==> src/vga_pkg.sv <==
package vga_pkg;

  //////////////////////////////////////////////////
  // Widths
  //////////////////////////////////////////////////

  // Counter width, enough for 1056 clocks per line
  localparam int CNT_W = 11;
  // 4 bits each of red, green, blue
  localparam int RGB_W = 12;

  //////////////////////////////////////////////////
  // SVGA 800x600 at 60 Hz, 40 MHz pixel clock
  //////////////////////////////////////////////////

  // Horizontal, in pixel clocks
  localparam logic [CNT_W-1:0] H_ACTIVE     = 11'd800;
  localparam logic [CNT_W-1:0] H_TOTAL      = 11'd1056;
  localparam logic [CNT_W-1:0] H_SYNC_START = 11'd840;
  // First clock after the pulse
  localparam logic [CNT_W-1:0] H_SYNC_END   = 11'd968;

  // Vertical, in lines
  localparam logic [CNT_W-1:0] V_ACTIVE     = 11'd600;
  localparam logic [CNT_W-1:0] V_TOTAL      = 11'd628;
  localparam logic [CNT_W-1:0] V_SYNC_START = 11'd601;
  localparam logic [CNT_W-1:0] V_SYNC_END   = 11'd605;

  //////////////////////////////////////////////////
  // Colors, 12'hRGB
  //////////////////////////////////////////////////

  localparam logic [RGB_W-1:0] COL_BLACK  = 12'h0_0_0;
  localparam logic [RGB_W-1:0] COL_TOP    = 12'hf_f_0;  // yellow
  localparam logic [RGB_W-1:0] COL_BOTTOM = 12'hf_0_0;  // red
  localparam logic [RGB_W-1:0] COL_LEFT   = 12'h0_f_0;  // green
  localparam logic [RGB_W-1:0] COL_RIGHT  = 12'h0_0_f;  // blue
  localparam logic [RGB_W-1:0] COL_FILL   = 12'h8_8_8;  // gray
  localparam logic [RGB_W-1:0] COL_RECT   = 12'ha_3_c;  // purple

  // Overlay rectangle size
  localparam logic [CNT_W-1:0] RECT_W = 11'd64;
  localparam logic [CNT_W-1:0] RECT_H = 11'd48;

endpackage

==> src/vga_timing.sv <==
`timescale 1ns/1ps

module vga_timing import vga_pkg::*; (
  input  logic             pclk,
  input  logic             rst,

  output logic [CNT_W-1:0] vcount,
  output logic             vsync,
  output logic             vblnk,
  output logic [CNT_W-1:0] hcount,
  output logic             hsync,
  output logic             hblnk
);

  //////////////////////////////////////////////////
  // Next-value logic
  //////////////////////////////////////////////////

  logic [CNT_W-1:0] hcount_nxt;
  logic [CNT_W-1:0] vcount_nxt;
  logic             hsync_nxt;
  logic             hblnk_nxt;
  logic             vsync_nxt;
  logic             vblnk_nxt;
  logic             h_wrap;
  logic             v_wrap;

  // Last clock of the line / last line of the frame
  assign h_wrap = (hcount == H_TOTAL - 11'd1);
  assign v_wrap = (vcount == V_TOTAL - 11'd1);

  always_comb begin
    // Horizontal counter, wraps every line
    if (h_wrap) begin
      hcount_nxt = '0;
    end else begin
      hcount_nxt = hcount + 11'd1;
    end

    // Vertical counter only moves at end of line
    if (h_wrap) begin
      if (v_wrap) begin
        vcount_nxt = '0;
      end else begin
        vcount_nxt = vcount + 11'd1;
      end
    end else begin
      vcount_nxt = vcount;
    end
  end

  // Flags decoded from next counts
  // so they land in the same cycle as the counts
  always_comb begin
    hblnk_nxt = (hcount_nxt >= H_ACTIVE);
    hsync_nxt = (hcount_nxt >= H_SYNC_START) && (hcount_nxt < H_SYNC_END);
    vblnk_nxt = (vcount_nxt >= V_ACTIVE);
    vsync_nxt = (vcount_nxt >= V_SYNC_START) && (vcount_nxt < V_SYNC_END);
  end

  //////////////////////////////////////////////////
  // Output registers
  //////////////////////////////////////////////////

  // Reset state (0,0) already decodes to sync and blank low,
  // so first cycle out of reset is a valid pixel
  always_ff @(posedge pclk) begin
    if (rst) begin
      hcount <= '0;
      vcount <= '0;
      hsync  <= 1'b0;
      hblnk  <= 1'b0;
      vsync  <= 1'b0;
      vblnk  <= 1'b0;
    end else begin
      hcount <= hcount_nxt;
      vcount <= vcount_nxt;
      hsync  <= hsync_nxt;
      hblnk  <= hblnk_nxt;
      vsync  <= vsync_nxt;
      vblnk  <= vblnk_nxt;
    end
  end

endmodule

==> src/draw_background.sv <==
`timescale 1ns/1ps

module draw_background import vga_pkg::*; (
  input  logic             pclk,
  input  logic             rst,

  input  logic [CNT_W-1:0] vcount_in,
  input  logic             vsync_in,
  input  logic             vblnk_in,
  input  logic [CNT_W-1:0] hcount_in,
  input  logic             hsync_in,
  input  logic             hblnk_in,

  output logic [CNT_W-1:0] vcount_out,
  output logic             vsync_out,
  output logic             vblnk_out,
  output logic [CNT_W-1:0] hcount_out,
  output logic             hsync_out,
  output logic             hblnk_out,
  output logic [RGB_W-1:0] rgb_out
);

  logic [RGB_W-1:0] rgb_nxt;

  //////////////////////////////////////////////////
  // Border rule, first match wins
  //////////////////////////////////////////////////

  always_comb begin
    if (vblnk_in || hblnk_in) begin
      // Nothing visible in blanking
      rgb_nxt = COL_BLACK;
    end else if (vcount_in == '0) begin
      // Top and bottom lines take the corners
      rgb_nxt = COL_TOP;
    end else if (vcount_in == V_ACTIVE - 11'd1) begin
      rgb_nxt = COL_BOTTOM;
    end else if (hcount_in == '0) begin
      rgb_nxt = COL_LEFT;
    end else if (hcount_in == H_ACTIVE - 11'd1) begin
      rgb_nxt = COL_RIGHT;
    end else begin
      // Interior
      rgb_nxt = COL_FILL;
    end
  end

  // One stage, timing and color stay aligned
  always_ff @(posedge pclk) begin
    if (rst) begin
      vcount_out <= '0;
      vsync_out  <= 1'b0;
      vblnk_out  <= 1'b0;
      hcount_out <= '0;
      hsync_out  <= 1'b0;
      hblnk_out  <= 1'b0;
      rgb_out    <= '0;
    end else begin
      vcount_out <= vcount_in;
      vsync_out  <= vsync_in;
      vblnk_out  <= vblnk_in;
      hcount_out <= hcount_in;
      hsync_out  <= hsync_in;
      hblnk_out  <= hblnk_in;
      rgb_out    <= rgb_nxt;
    end
  end

endmodule

==> src/draw_rect.sv <==
`timescale 1ns/1ps

module draw_rect import vga_pkg::*; (
  input  logic             pclk,
  input  logic             rst,

  input  logic [CNT_W-1:0] vcount_in,
  input  logic             vsync_in,
  input  logic             vblnk_in,
  input  logic [CNT_W-1:0] hcount_in,
  input  logic             hsync_in,
  input  logic             hblnk_in,
  input  logic [RGB_W-1:0] rgb_in,

  // Top-left corner, may change at any time
  input  logic [CNT_W-1:0] xpos,
  input  logic [CNT_W-1:0] ypos,

  output logic [CNT_W-1:0] vcount_out,
  output logic             vsync_out,
  output logic             vblnk_out,
  output logic [CNT_W-1:0] hcount_out,
  output logic             hsync_out,
  output logic             hblnk_out,
  output logic [RGB_W-1:0] rgb_out
);

  logic             vblnk_prev;
  logic             vblnk_rise;
  logic [CNT_W-1:0] x_hold;
  logic [CNT_W-1:0] y_hold;
  logic             in_rect;
  logic [RGB_W-1:0] rgb_nxt;

  //////////////////////////////////////////////////
  // Per-frame position capture
  //////////////////////////////////////////////////

  // First cycle of vertical blanking
  assign vblnk_rise = vblnk_in && !vblnk_prev;

  always_ff @(posedge pclk) begin
    if (rst) begin
      vblnk_prev <= 1'b0;
      x_hold     <= '0;
      y_hold     <= '0;
    end else begin
      vblnk_prev <= vblnk_in;
      // Held for the whole next frame, no tearing
      if (vblnk_rise) begin
        x_hold <= xpos;
        y_hold <= ypos;
      end
    end
  end

  //////////////////////////////////////////////////
  // Window compare and overlay
  //////////////////////////////////////////////////

  // Max 799 + 64 fits in 11 bits, no overflow
  // Right and bottom clip falls out of the blanking test
  assign in_rect = (hcount_in >= x_hold) && (hcount_in < x_hold + RECT_W) &&
                   (vcount_in >= y_hold) && (vcount_in < y_hold + RECT_H);

  assign rgb_nxt = (!vblnk_in && !hblnk_in && in_rect) ? COL_RECT : rgb_in;

  always_ff @(posedge pclk) begin
    if (rst) begin
      vcount_out <= '0;
      vsync_out  <= 1'b0;
      vblnk_out  <= 1'b0;
      hcount_out <= '0;
      hsync_out  <= 1'b0;
      hblnk_out  <= 1'b0;
      rgb_out    <= '0;
    end else begin
      vcount_out <= vcount_in;
      vsync_out  <= vsync_in;
      vblnk_out  <= vblnk_in;
      hcount_out <= hcount_in;
      hsync_out  <= hsync_in;
      hblnk_out  <= hblnk_in;
      rgb_out    <= rgb_nxt;
    end
  end

endmodule

==> src/vga_top.sv <==
`timescale 1ns/1ps

module vga_top import vga_pkg::*; (
  input  logic             pclk,
  input  logic             rst,
  input  logic [CNT_W-1:0] xpos,
  input  logic [CNT_W-1:0] ypos,
  output logic             vs,
  output logic             hs,
  output logic [3:0]       r,
  output logic [3:0]       g,
  output logic [3:0]       b
);

  //////////////////////////////////////////////////
  // Stage links
  //////////////////////////////////////////////////

  // Timing generator out
  logic [CNT_W-1:0] vcount_t, hcount_t;
  logic             vsync_t, vblnk_t, hsync_t, hblnk_t;

  // Background out
  logic [CNT_W-1:0] vcount_b, hcount_b;
  logic             vsync_b, vblnk_b, hsync_b, hblnk_b;
  logic [RGB_W-1:0] rgb_b;

  // Rectangle out, last stage
  logic [RGB_W-1:0] rgb_r;

  vga_timing u_vga_timing (
    .pclk   (pclk),
    .rst    (rst),
    .vcount (vcount_t),
    .vsync  (vsync_t),
    .vblnk  (vblnk_t),
    .hcount (hcount_t),
    .hsync  (hsync_t),
    .hblnk  (hblnk_t)
  );

  // Stage 1 of 2
  draw_background u_draw_background (
    .pclk       (pclk),
    .rst        (rst),
    .vcount_in  (vcount_t),
    .vsync_in   (vsync_t),
    .vblnk_in   (vblnk_t),
    .hcount_in  (hcount_t),
    .hsync_in   (hsync_t),
    .hblnk_in   (hblnk_t),
    .vcount_out (vcount_b),
    .vsync_out  (vsync_b),
    .vblnk_out  (vblnk_b),
    .hcount_out (hcount_b),
    .hsync_out  (hsync_b),
    .hblnk_out  (hblnk_b),
    .rgb_out    (rgb_b)
  );

  // Stage 2 of 2, counts and blanking not needed past here
  draw_rect u_draw_rect (
    .pclk       (pclk),
    .rst        (rst),
    .vcount_in  (vcount_b),
    .vsync_in   (vsync_b),
    .vblnk_in   (vblnk_b),
    .hcount_in  (hcount_b),
    .hsync_in   (hsync_b),
    .hblnk_in   (hblnk_b),
    .rgb_in     (rgb_b),
    .xpos       (xpos),
    .ypos       (ypos),
    .vcount_out (),
    .vsync_out  (vs),
    .vblnk_out  (),
    .hcount_out (),
    .hsync_out  (hs),
    .hblnk_out  (),
    .rgb_out    (rgb_r)
  );

  // Split 12'hRGB onto pins
  assign r = rgb_r[11:8];
  assign g = rgb_r[7:4];
  assign b = rgb_r[3:0];

endmodule

==> config.mk <==
export PLATFORM = sky130hd
export DESIGN_NAME = vga_top
export DESIGN_NICKNAME = d
export VERILOG_FILES = /design/src/vga_pkg.sv /design/src/vga_timing.sv /design/src/draw_background.sv /design/src/draw_rect.sv /design/src/vga_top.sv
export SDC_FILE = /design/constraint.sdc
export NUM_CORES = 1
export LEC_CHECK = 0
export ABC_AREA = 1
export BUFFER_PORTS_ARGS = -buffer_cell sky130_fd_sc_hd__buf_2
export CAP_MARGIN = 20
export CELL_PAD_IN_SITES_DETAIL_PLACEMENT = 1
export CELL_PAD_IN_SITES_GLOBAL_PLACEMENT = 1
export CORE_ASPECT_RATIO = 0.8
export CORE_MARGIN = 2
export CORE_UTILIZATION = 30
export CTS_BUF_LIST = sky130_fd_sc_hd__clkbuf_2
export CTS_CLUSTER_DIAMETER = 200
export DETAILED_ROUTE_END_ITERATION = 10
export PLACE_DENSITY = 0.59
export SYNTH_ARGS = -nofsm -noshare
export SYNTH_HDL_FRONTEND = slang
export SYNTH_SLANG_ARGS = --single-unit
==> constraint.sdc <==
create_clock -name pclk -period 6.2 [get_ports pclk]
set_input_delay 0.62 -clock pclk [delete_from_list [all_inputs] [get_ports pclk]]
set_output_delay 0.62 -clock pclk [all_outputs]
set_load 0.1 [all_outputs]
==> results of run 1 <==
layer usage:
layer	vias up	global-route usage, %	wire length (microns)
met5	-	0	0
met4	0	4.60	205
met3	13	4.37	372
met2	38	23.0	4620
met1	1759	21.4	6170
li1	2018	-	-
kinds of logic after synthesis:
logic type               synth area share (%)
flip-flops                               40.8
buffers and inverters                    8.91
AND/OR/NAND/NOR                          25.4
XOR/XNOR                                 2.33
adder cells (fa/ha/maj)                  11.1
AO/OA/AOI/OAI                            11.5
worst max-delay path by stage:
stage                                              endpoint  slack (ns)                          startpoint
final                     u_draw_rect.rgb_out[6]$_SDFF_PP0_        3.49  u_draw_rect.y_hold[4]$_SDFFE_PP0P_
after global routing      u_draw_rect.rgb_out[7]$_SDFF_PP0_        3.25  u_draw_rect.y_hold[4]$_SDFFE_PP0P_
after CTS                 u_draw_rect.rgb_out[6]$_SDFF_PP0_        3.47  u_draw_rect.y_hold[4]$_SDFFE_PP0P_
after detailed placement  u_draw_rect.rgb_out[8]$_SDFF_PP0_        3.52  u_draw_rect.y_hold[4]$_SDFFE_PP0P_
after global placement    u_draw_rect.rgb_out[1]$_SDFF_PP0_        3.66  u_draw_rect.y_hold[4]$_SDFFE_PP0P_
after floorplan           u_draw_rect.rgb_out[1]$_SDFF_PP0_        3.96  u_draw_rect.y_hold[4]$_SDFFE_PP0P_
area by class of cell:
| class | instances | share of cell area [%] |
|---|---|---|
| clock buffer | 10 | 0.995 |
| sequential | 92 | 36.6 |
| inverter | 86 | 6.42 |
| multi-input combinational | 410 | 45.0 |
| timing repair buffer | 39 | 4.38 |
| clock inverter | 6 | 1.87 |
| tap | 189 | 4.70 |
stage by stage:
step | utilization, % | hold WS (ns) | std cells | setup WS (ns) | area (sq um)
3_5_place_dp | 32.7 | 0.397 | 815 | 3.52 | 4860
5_1_grt | 33.8 | 0.143 | 832 | 3.25 | 5030
6_report | 33.8 | 0.238 | 832 | 3.49 | 5030
2_1_floorplan | - | 0.388 | 604 | 3.96 | 4510
4_1_cts | 33.7 | 0.170 | 831 | 3.47 | 5000
3_3_place_gp | 32.7 | 0.394 | 815 | 3.66 | 4860
worst max-delay path: cells and delay by family (launching register included):
family	cells	cell delay, ns
flops	1	0.40
compound gates	3	0.52
buf+inv	1	0.09
fa+ha+maj	2	0.52
xor+xnor	1	0.19
simple gates	6	0.92
where the power goes:
group / internal (uW) / switching, uW
logic: 16.4 / 47.0
clock network: 139 / 220
registers: 600 / 3.17
total: 756 / 270
placed cells by master, fill, tap and decap left out, drive strengths merged, types with 14 or more instances in the layout:
cell / count
ha: 40
nor2: 100
nand2: 91
nand3: 39
buf: 39
dfxtp: 92
o21ai: 38
nand4: 14
a21oi: 50
inv: 89
flip-flops by register name (all words and copies together) (netlist names), 6 cells and up:
name and flops:
u_draw_background.vcount_out 11, u_draw_rect.x_hold 11, u_vga_timing.hcount 11, u_draw_rect.rgb_out 9, u_draw_rect.y_hold 11, u_draw_background.rgb_out 6, u_draw_background.hcount_out 11, u_vga_timing.vcount 11
==> results.cfg, run 1 <==
[logic_synthesis]
number_of_enable_flip_flop_cells_after_synthesis = 0
netlist_area_sq_mm = 0.00451
synth.largest_area_cell = sky130_fd_sc_hd__dfxtp_1
synth_cell_type_count = 34
ys_async_sr_fraction_pct = 0
ys_top_cells_by_count = sky130_fd_sc_hd__nor2_1 (96), sky130_fd_sc_hd__dfxtp_1 (92), sky130_fd_sc_hd__nand2_1 (90)
synth_sequential_area_ratio_pct = 40.8
yosys_register_bits = 92
netlist_top_cells_area = sky130_fd_sc_hd__dfxtp_1 (41%), sky130_fd_sc_hd__ha_1 (11%), sky130_fd_sc_hd__nor2_1 (8.0%)
yosysWarnings = 0
ys_dominant_reg_cell = sky130_fd_sc_hd__dfxtp_1
synthMostInstantiatedCell = sky130_fd_sc_hd__nor2_1
yosys.area.top_type_share_pct = 40.8
synthesis.nets = 668
synth_area_per_cell_sq_um = 7.47
post_synth_inst_count = 604

[cells_and_area]
final.fill_count = 1871
multi_input_comb_area_sq_mm = 0.00227
design.final.nets = 702
num_antenna_cells = 0
syn_to_final_growth_pct = 11.6
seqCellArea_sq_mm = 0.00184
drive_above_1_share_pct = 10.9

[clock_network]
cts.clk_slew.worst_paths_ns = 0.26
ctsResizeCount = 0
clockBufferDepth = 2
cts.hold.buffers_added = 0
cts-buffers-inserted = 9
cts_setup_buffers = 0
clock_tree_sinks = 92
worst_skew_pair.late_latency_ns = 0.60
tritoncts = done
htreeDepth = 3
root_buffer = sky130_fd_sc_hd__clkbuf_2

[timing]
worst_slew_pin_slew_ns = 0.579
timing_hold_violations_final = 0
setup_total_negative_slack_ns = 0
timing_max_transition_violations_final = 0
slew-limit-headroom_pct = 61.4
timing.final.setup_violations = 0
min_period_ns = 2.71
rsz0062_at_grt = no
final.setup_skew_ns = 0.0344
timing.fmax_mhz = 369
post-route-period-util_pct = 43.7

[setup_path]
cp.required_ns = 6.72
worstSetupStartpointType = flop
cpMaxStageDelayCell = sky130_fd_sc_hd__dfxtp_1
reg2reg_from = u_draw_rect.y_hold[4]$_SDFFE_PP0P_
crit_chain = inv_1 -> ha_1 -> nor2_1 -> nand2_1 -> nor3_1 -> xor2_1 -> ha_1 -> a21oi_1 -> o21ai_0 -> a221oi_1 -> nand3_1 -> nand2_1 -> nor2_1
register_to_register_path_setup_slack_ns = 3.49
critical_path.max_stage_delay_ns = 0.40
timing.reg2reg.worst_path_depth = 13
path_max_fanout = 6
critical_path.endpoint_type = flop
r2r-end = u_draw_rect.rgb_out[6]$_SDFF_PP0_
worst-setup-path-type = flop to flop
arrival_ns = 3.24

[floorplan]
die-height_microns = 114
initial_utilization_pct = 30.3
die_area_sq_mm = 0.0160
fp.coreArea_sq_mm = 0.0149
num_io_pins = 38
die_boundary_width_microns = 141
rows = 40

[global_route]
pin_count_of_the_biggest_net_entering_global_routing = 56
globalRoute.totalOverflow = 0
number_of_global_route_vias_before_repair = 3948
antenna_violations_before_repair = 0
grt_pass1_wl_mm = 19.3
track_usage_pct = 15.3

[placed_design]
port_buffers = 37
dpl.hpwl_mm = 8.86
place.gp.congestion = 0.806

[routing]
avgRoutedWirePerCell_microns = 13.7
drt_pass1_iterations = 4
detail_route.iter0.violations = 190
vias = 3828
wire_length_reported_by_the_detailed_router_mm = 11.4
viasPerCell = 4.60
detail_route.drc_violations = 0
drtAntennaViolNets = 0

[flow_run]
max_cap_viols = 0

[power]
static-leakage-power_uw = 0.00224
design_power_total_uw = 1030
power-per-cell-area_mw_per_mm2 = 204
vdd_ir_drop_max_mv = 0.0633

[run_status]
outcome = completed

[min_path]
hold_path_sink = u_draw_rect.y_hold[0]$_SDFFE_PP0P_
hp-start = ypos[0]
timing.hold.worst_path_depth = 3
hold_path_class = input port to flop
No activity file was read; power rests on OpenSTA's default activity.
==> inputs of run 2 (changes only) <==
--- a/config.mk
+++ b/config.mk
@@ -5,7 +5,7 @@
 export SDC_FILE = /design/constraint.sdc
 export NUM_CORES = 1
 export LEC_CHECK = 0
-export ABC_AREA = 1
+export ABC_AREA = 0
 export BUFFER_PORTS_ARGS = -buffer_cell sky130_fd_sc_hd__buf_2
 export CAP_MARGIN = 20
 export CELL_PAD_IN_SITES_DETAIL_PLACEMENT = 1
@@ -16,7 +16,7 @@
 export CTS_BUF_LIST = sky130_fd_sc_hd__clkbuf_2
 export CTS_CLUSTER_DIAMETER = 200
 export DETAILED_ROUTE_END_ITERATION = 10
-export PLACE_DENSITY = 0.59
+export PLACE_DENSITY = 0.6
 export SYNTH_ARGS = -nofsm -noshare
 export SYNTH_HDL_FRONTEND = slang
 export SYNTH_SLANG_ARGS = --single-unit
==> constraint.sdc (replaced) <==
create_clock -name pclk -period 2.2 [get_ports pclk]
set_input_delay 0.22 -clock pclk [delete_from_list [all_inputs] [get_ports pclk]]
set_output_delay 0.22 -clock pclk [all_outputs]
set_load 0.1 [all_outputs]
==> run 2 against run 1 <==
The flow now finishes with violations (setup timing); synthesized area rose by 3.5%; maximum frequency rose by 9.9%; wire length is 5.9% higher; critical endpoint is now u_draw_rect.rgb_out[8]$_SDFF_PP0_; non-clock buffer count rose by 64; design area is 13% higher.
==> results.cfg, run 2 <==
[run_status]
outcome = finished, violations left
violations_in_the_final_reports = setup timing

[timing]
setup_total_negative_slack_ns = -2.28
timing_max_transition_violations_final = 0
min_period_ns = 2.47
rsz0062_at_grt = yes
final.setup_skew_ns = 0.0312
worst_slew_pin_slew_ns = 0.531
worst_slack_ns = -0.268
slew-limit-headroom_pct = 64.3
post-route-period-util_pct = 112
timing.fmax_mhz = 405
timing.final.setup_violations = 9
timing_hold_violations_final = 0

[clock_network]
htreeDepth = 3
tritoncts = done
root_buffer = sky130_fd_sc_hd__clkbuf_2
clockBufferDepth = 2
worst_skew_pair.late_latency_ns = 0.60
cts.clk_slew.worst_paths_ns = 0.26
cts-buffers-inserted = 9
clock_tree_sinks = 92

[setup_path]
critical_path.max_stage_delay_ns = 0.41
path_max_fanout = 5
worstSetupStartpointType = flop
cp_num_buf_inv = 1
cpMaxStageDelayCell = sky130_fd_sc_hd__or4_4
worst-setup-path-type = flop to flop
arrival_ns = 2.99
crit_chain = inv_2 -> ha_4 -> nor3_4 -> nand3_2 -> xnor2_1 -> ha_2 -> or4_4 -> a21oi_2 -> o21ai_1 -> a211oi_2 -> nand4_2 -> nor3b_2
cp.required_ns = 2.72
cpLargestDelayFamily = simple AND/OR/NAND/NOR gates
critical_path.endpoint_type = flop

[routing]
detail_route.drc_violations = 0
avgRoutedWirePerCell_microns = 14.2
drt_pass1_iterations = 4
detail_route.iter0.violations = 190
wire_length_reported_by_the_detailed_router_mm = 12.0
vias = 3988
drtAntennaViolNets = 0
viasPerCell = 4.71

[floorplan]
initial_utilization_pct = 30.9
fp.coreArea_sq_mm = 0.0151
die_boundary_width_microns = 143
die_area_sq_mm = 0.0166
num_io_pins = 38
die-height_microns = 116
rows = 40

[logic_synthesis]
ys_top_cells_by_count = sky130_fd_sc_hd__dfxtp_1 (92), sky130_fd_sc_hd__nand2_1 (61), sky130_fd_sc_hd__a21oi_1 (49)
number_of_enable_flip_flop_cells_after_synthesis = 0
post_synth_inst_count = 550
yosys_register_bits = 92
yosysWarnings = 0
synth.largest_area_cell = sky130_fd_sc_hd__dfxtp_1
ys_dominant_reg_cell = sky130_fd_sc_hd__dfxtp_1
netlist_top_cells_area = sky130_fd_sc_hd__dfxtp_1 (39%), sky130_fd_sc_hd__ha_1 (11%), sky130_fd_sc_hd__a21oi_1 (5.3%)
ys_async_sr_fraction_pct = 0
synthesis.nets = 614
synthMostInstantiatedCell = sky130_fd_sc_hd__dfxtp_1
synth_cell_type_count = 63
yosys.area.top_type_share_pct = 39.5
synth_area_per_cell_sq_um = 8.49
synth_sequential_area_ratio_pct = 39.5
netlist_area_sq_mm = 0.00467

[global_route]
grt_pass1_wl_mm = 20.3
antenna_violations_before_repair = 0
globalRoute.totalOverflow = 0
track_usage_pct = 15.4
pin_count_of_the_biggest_net_entering_global_routing = 85
number_of_global_route_vias_before_repair = 4126

[cells_and_area]
layout.cells.most_common_list = sky130_fd_sc_hd__dfxtp_1 (89), sky130_fd_sc_hd__nand2_1 (61), sky130_fd_sc_hd__a21oi_1 (45)
most_common_cell_after_layout_fill_and_taps_aside = sky130_fd_sc_hd__dfxtp_1
num_antenna_cells = 0
post-route-cell-area_sq_mm = 0.00571
fin_util_pct = 37.8
design.final.nets = 695
syn_to_final_growth_pct = 22.3
drive_above_1_share_pct = 20.6

[placed_design]
placed_cell_area_sq_mm = 0.00529
port_buffers = 37
dpl.hpwl_mm = 9.02
place.gp.congestion = 0.826
post-place-ws_ns = -0.380

[power]
static-leakage-power_uw = 0.00232
design_power_total_uw = 2910
power-per-cell-area_mw_per_mm2 = 510
vdd_ir_drop_max_mv = 0.176

[flow_run]
max_cap_viols = 0

[min_path]
hold_path_class = input port to flop
-- run 2: stage by stage --
stage / cells / hold slack, ns
4_1_cts: 845 / 0.293
2_1_floorplan: 550 / 0.348
5_1_grt: 846 / 0.290
3_3_place_gp: 803 / 0.417
3_5_place_dp: 803 / 0.427
6_report: 846 / 0.364
-- run 2: what timing repair did --
item | 4_1_cts | 5_1_grt
pin swaps | 5 | 0
gates resized for setup | 3 | 10
gates cloned | 1 | 0
buffers inserted | 2 | 1
setup endpoints to repair | 11 | 11
hold buffers | 23 | 0
endpoints found under the hold margin | 27 | 0
-- run 2: kinds of logic (layout without fill, tap and decap cells) --
group	after synthesis	count (layout)	share of synthesized area (%)
fa+ha+maj	40	40	10.7
compound gates	109	109	14.4
buf+inv	71	156	6.78
simple gates	216	217	24.4
mux	3	3	0.670
xor+xnor	19	19	3.57
flops	92	92	39.5
-- run 2: routing by layer --
metal	GRT usage, %	share of wire, %
met4	4.12	1.3
met2	24.1	43
met3	4.01	3.2
met5	0	0
met1	21.2	52
-- run 2: cell type report --
cell class	count	area (sq um)
clock inverters	6	72.6
clock buffers	10	50.0
repair buffers	103	751
inverters	37	139
well taps	210	263
fillers	1809	9410
flip-flops and latches	92	1850
multi-input cells	388	2590
-- run 2: power by group --
part | total (uW) | leakage, uW | switching [uW] | internal [uW]
clock | 887 | 0.0000731 | 607 | 280
sequential | 1720 | 0.000747 | 16.1 | 1700
combinational | 305 | 0.00150 | 201 | 104
total | 2910 | 0.00232 | 824 | 2090
-- run 2: path summary, 6_finish.rpt --
kind,startpoint,endpoint,slack [ns],cells after the start
setup / recovery,u_draw_rect.y_hold[4]$_SDFFE_PP0P_,u_draw_rect.rgb_out[8]$_SDFF_PP0_,-0.27,12
hold / removal,ypos[9],u_draw_rect.y_hold[9]$_SDFFE_PP0P_,0.36,4
setup reg to reg,u_draw_rect.y_hold[4]$_SDFFE_PP0P_,u_draw_rect.rgb_out[8]$_SDFF_PP0_,-0.27,12
hold reg to reg,u_vga_timing.hsync$_SDFF_PP0_,u_draw_background.hsync_out$_SDFF_PP0_,0.46,1
-- run 2: worst reg2reg max path, cell delays in order (launching register included) --
cell and delay, ns:
sky130_fd_sc_hd__dfxtp_2 0.40, sky130_fd_sc_hd__inv_2 0.05, sky130_fd_sc_hd__ha_4 0.16, sky130_fd_sc_hd__nor3_4 0.15
sky130_fd_sc_hd__nand3_2 0.09, sky130_fd_sc_hd__xnor2_1 0.15, sky130_fd_sc_hd__ha_2 0.17, sky130_fd_sc_hd__or4_4 0.41
sky130_fd_sc_hd__a21oi_2 0.11, sky130_fd_sc_hd__o21ai_1 0.08, sky130_fd_sc_hd__a211oi_2 0.23, sky130_fd_sc_hd__nand4_2 0.19
sky130_fd_sc_hd__nor3b_2 0.21
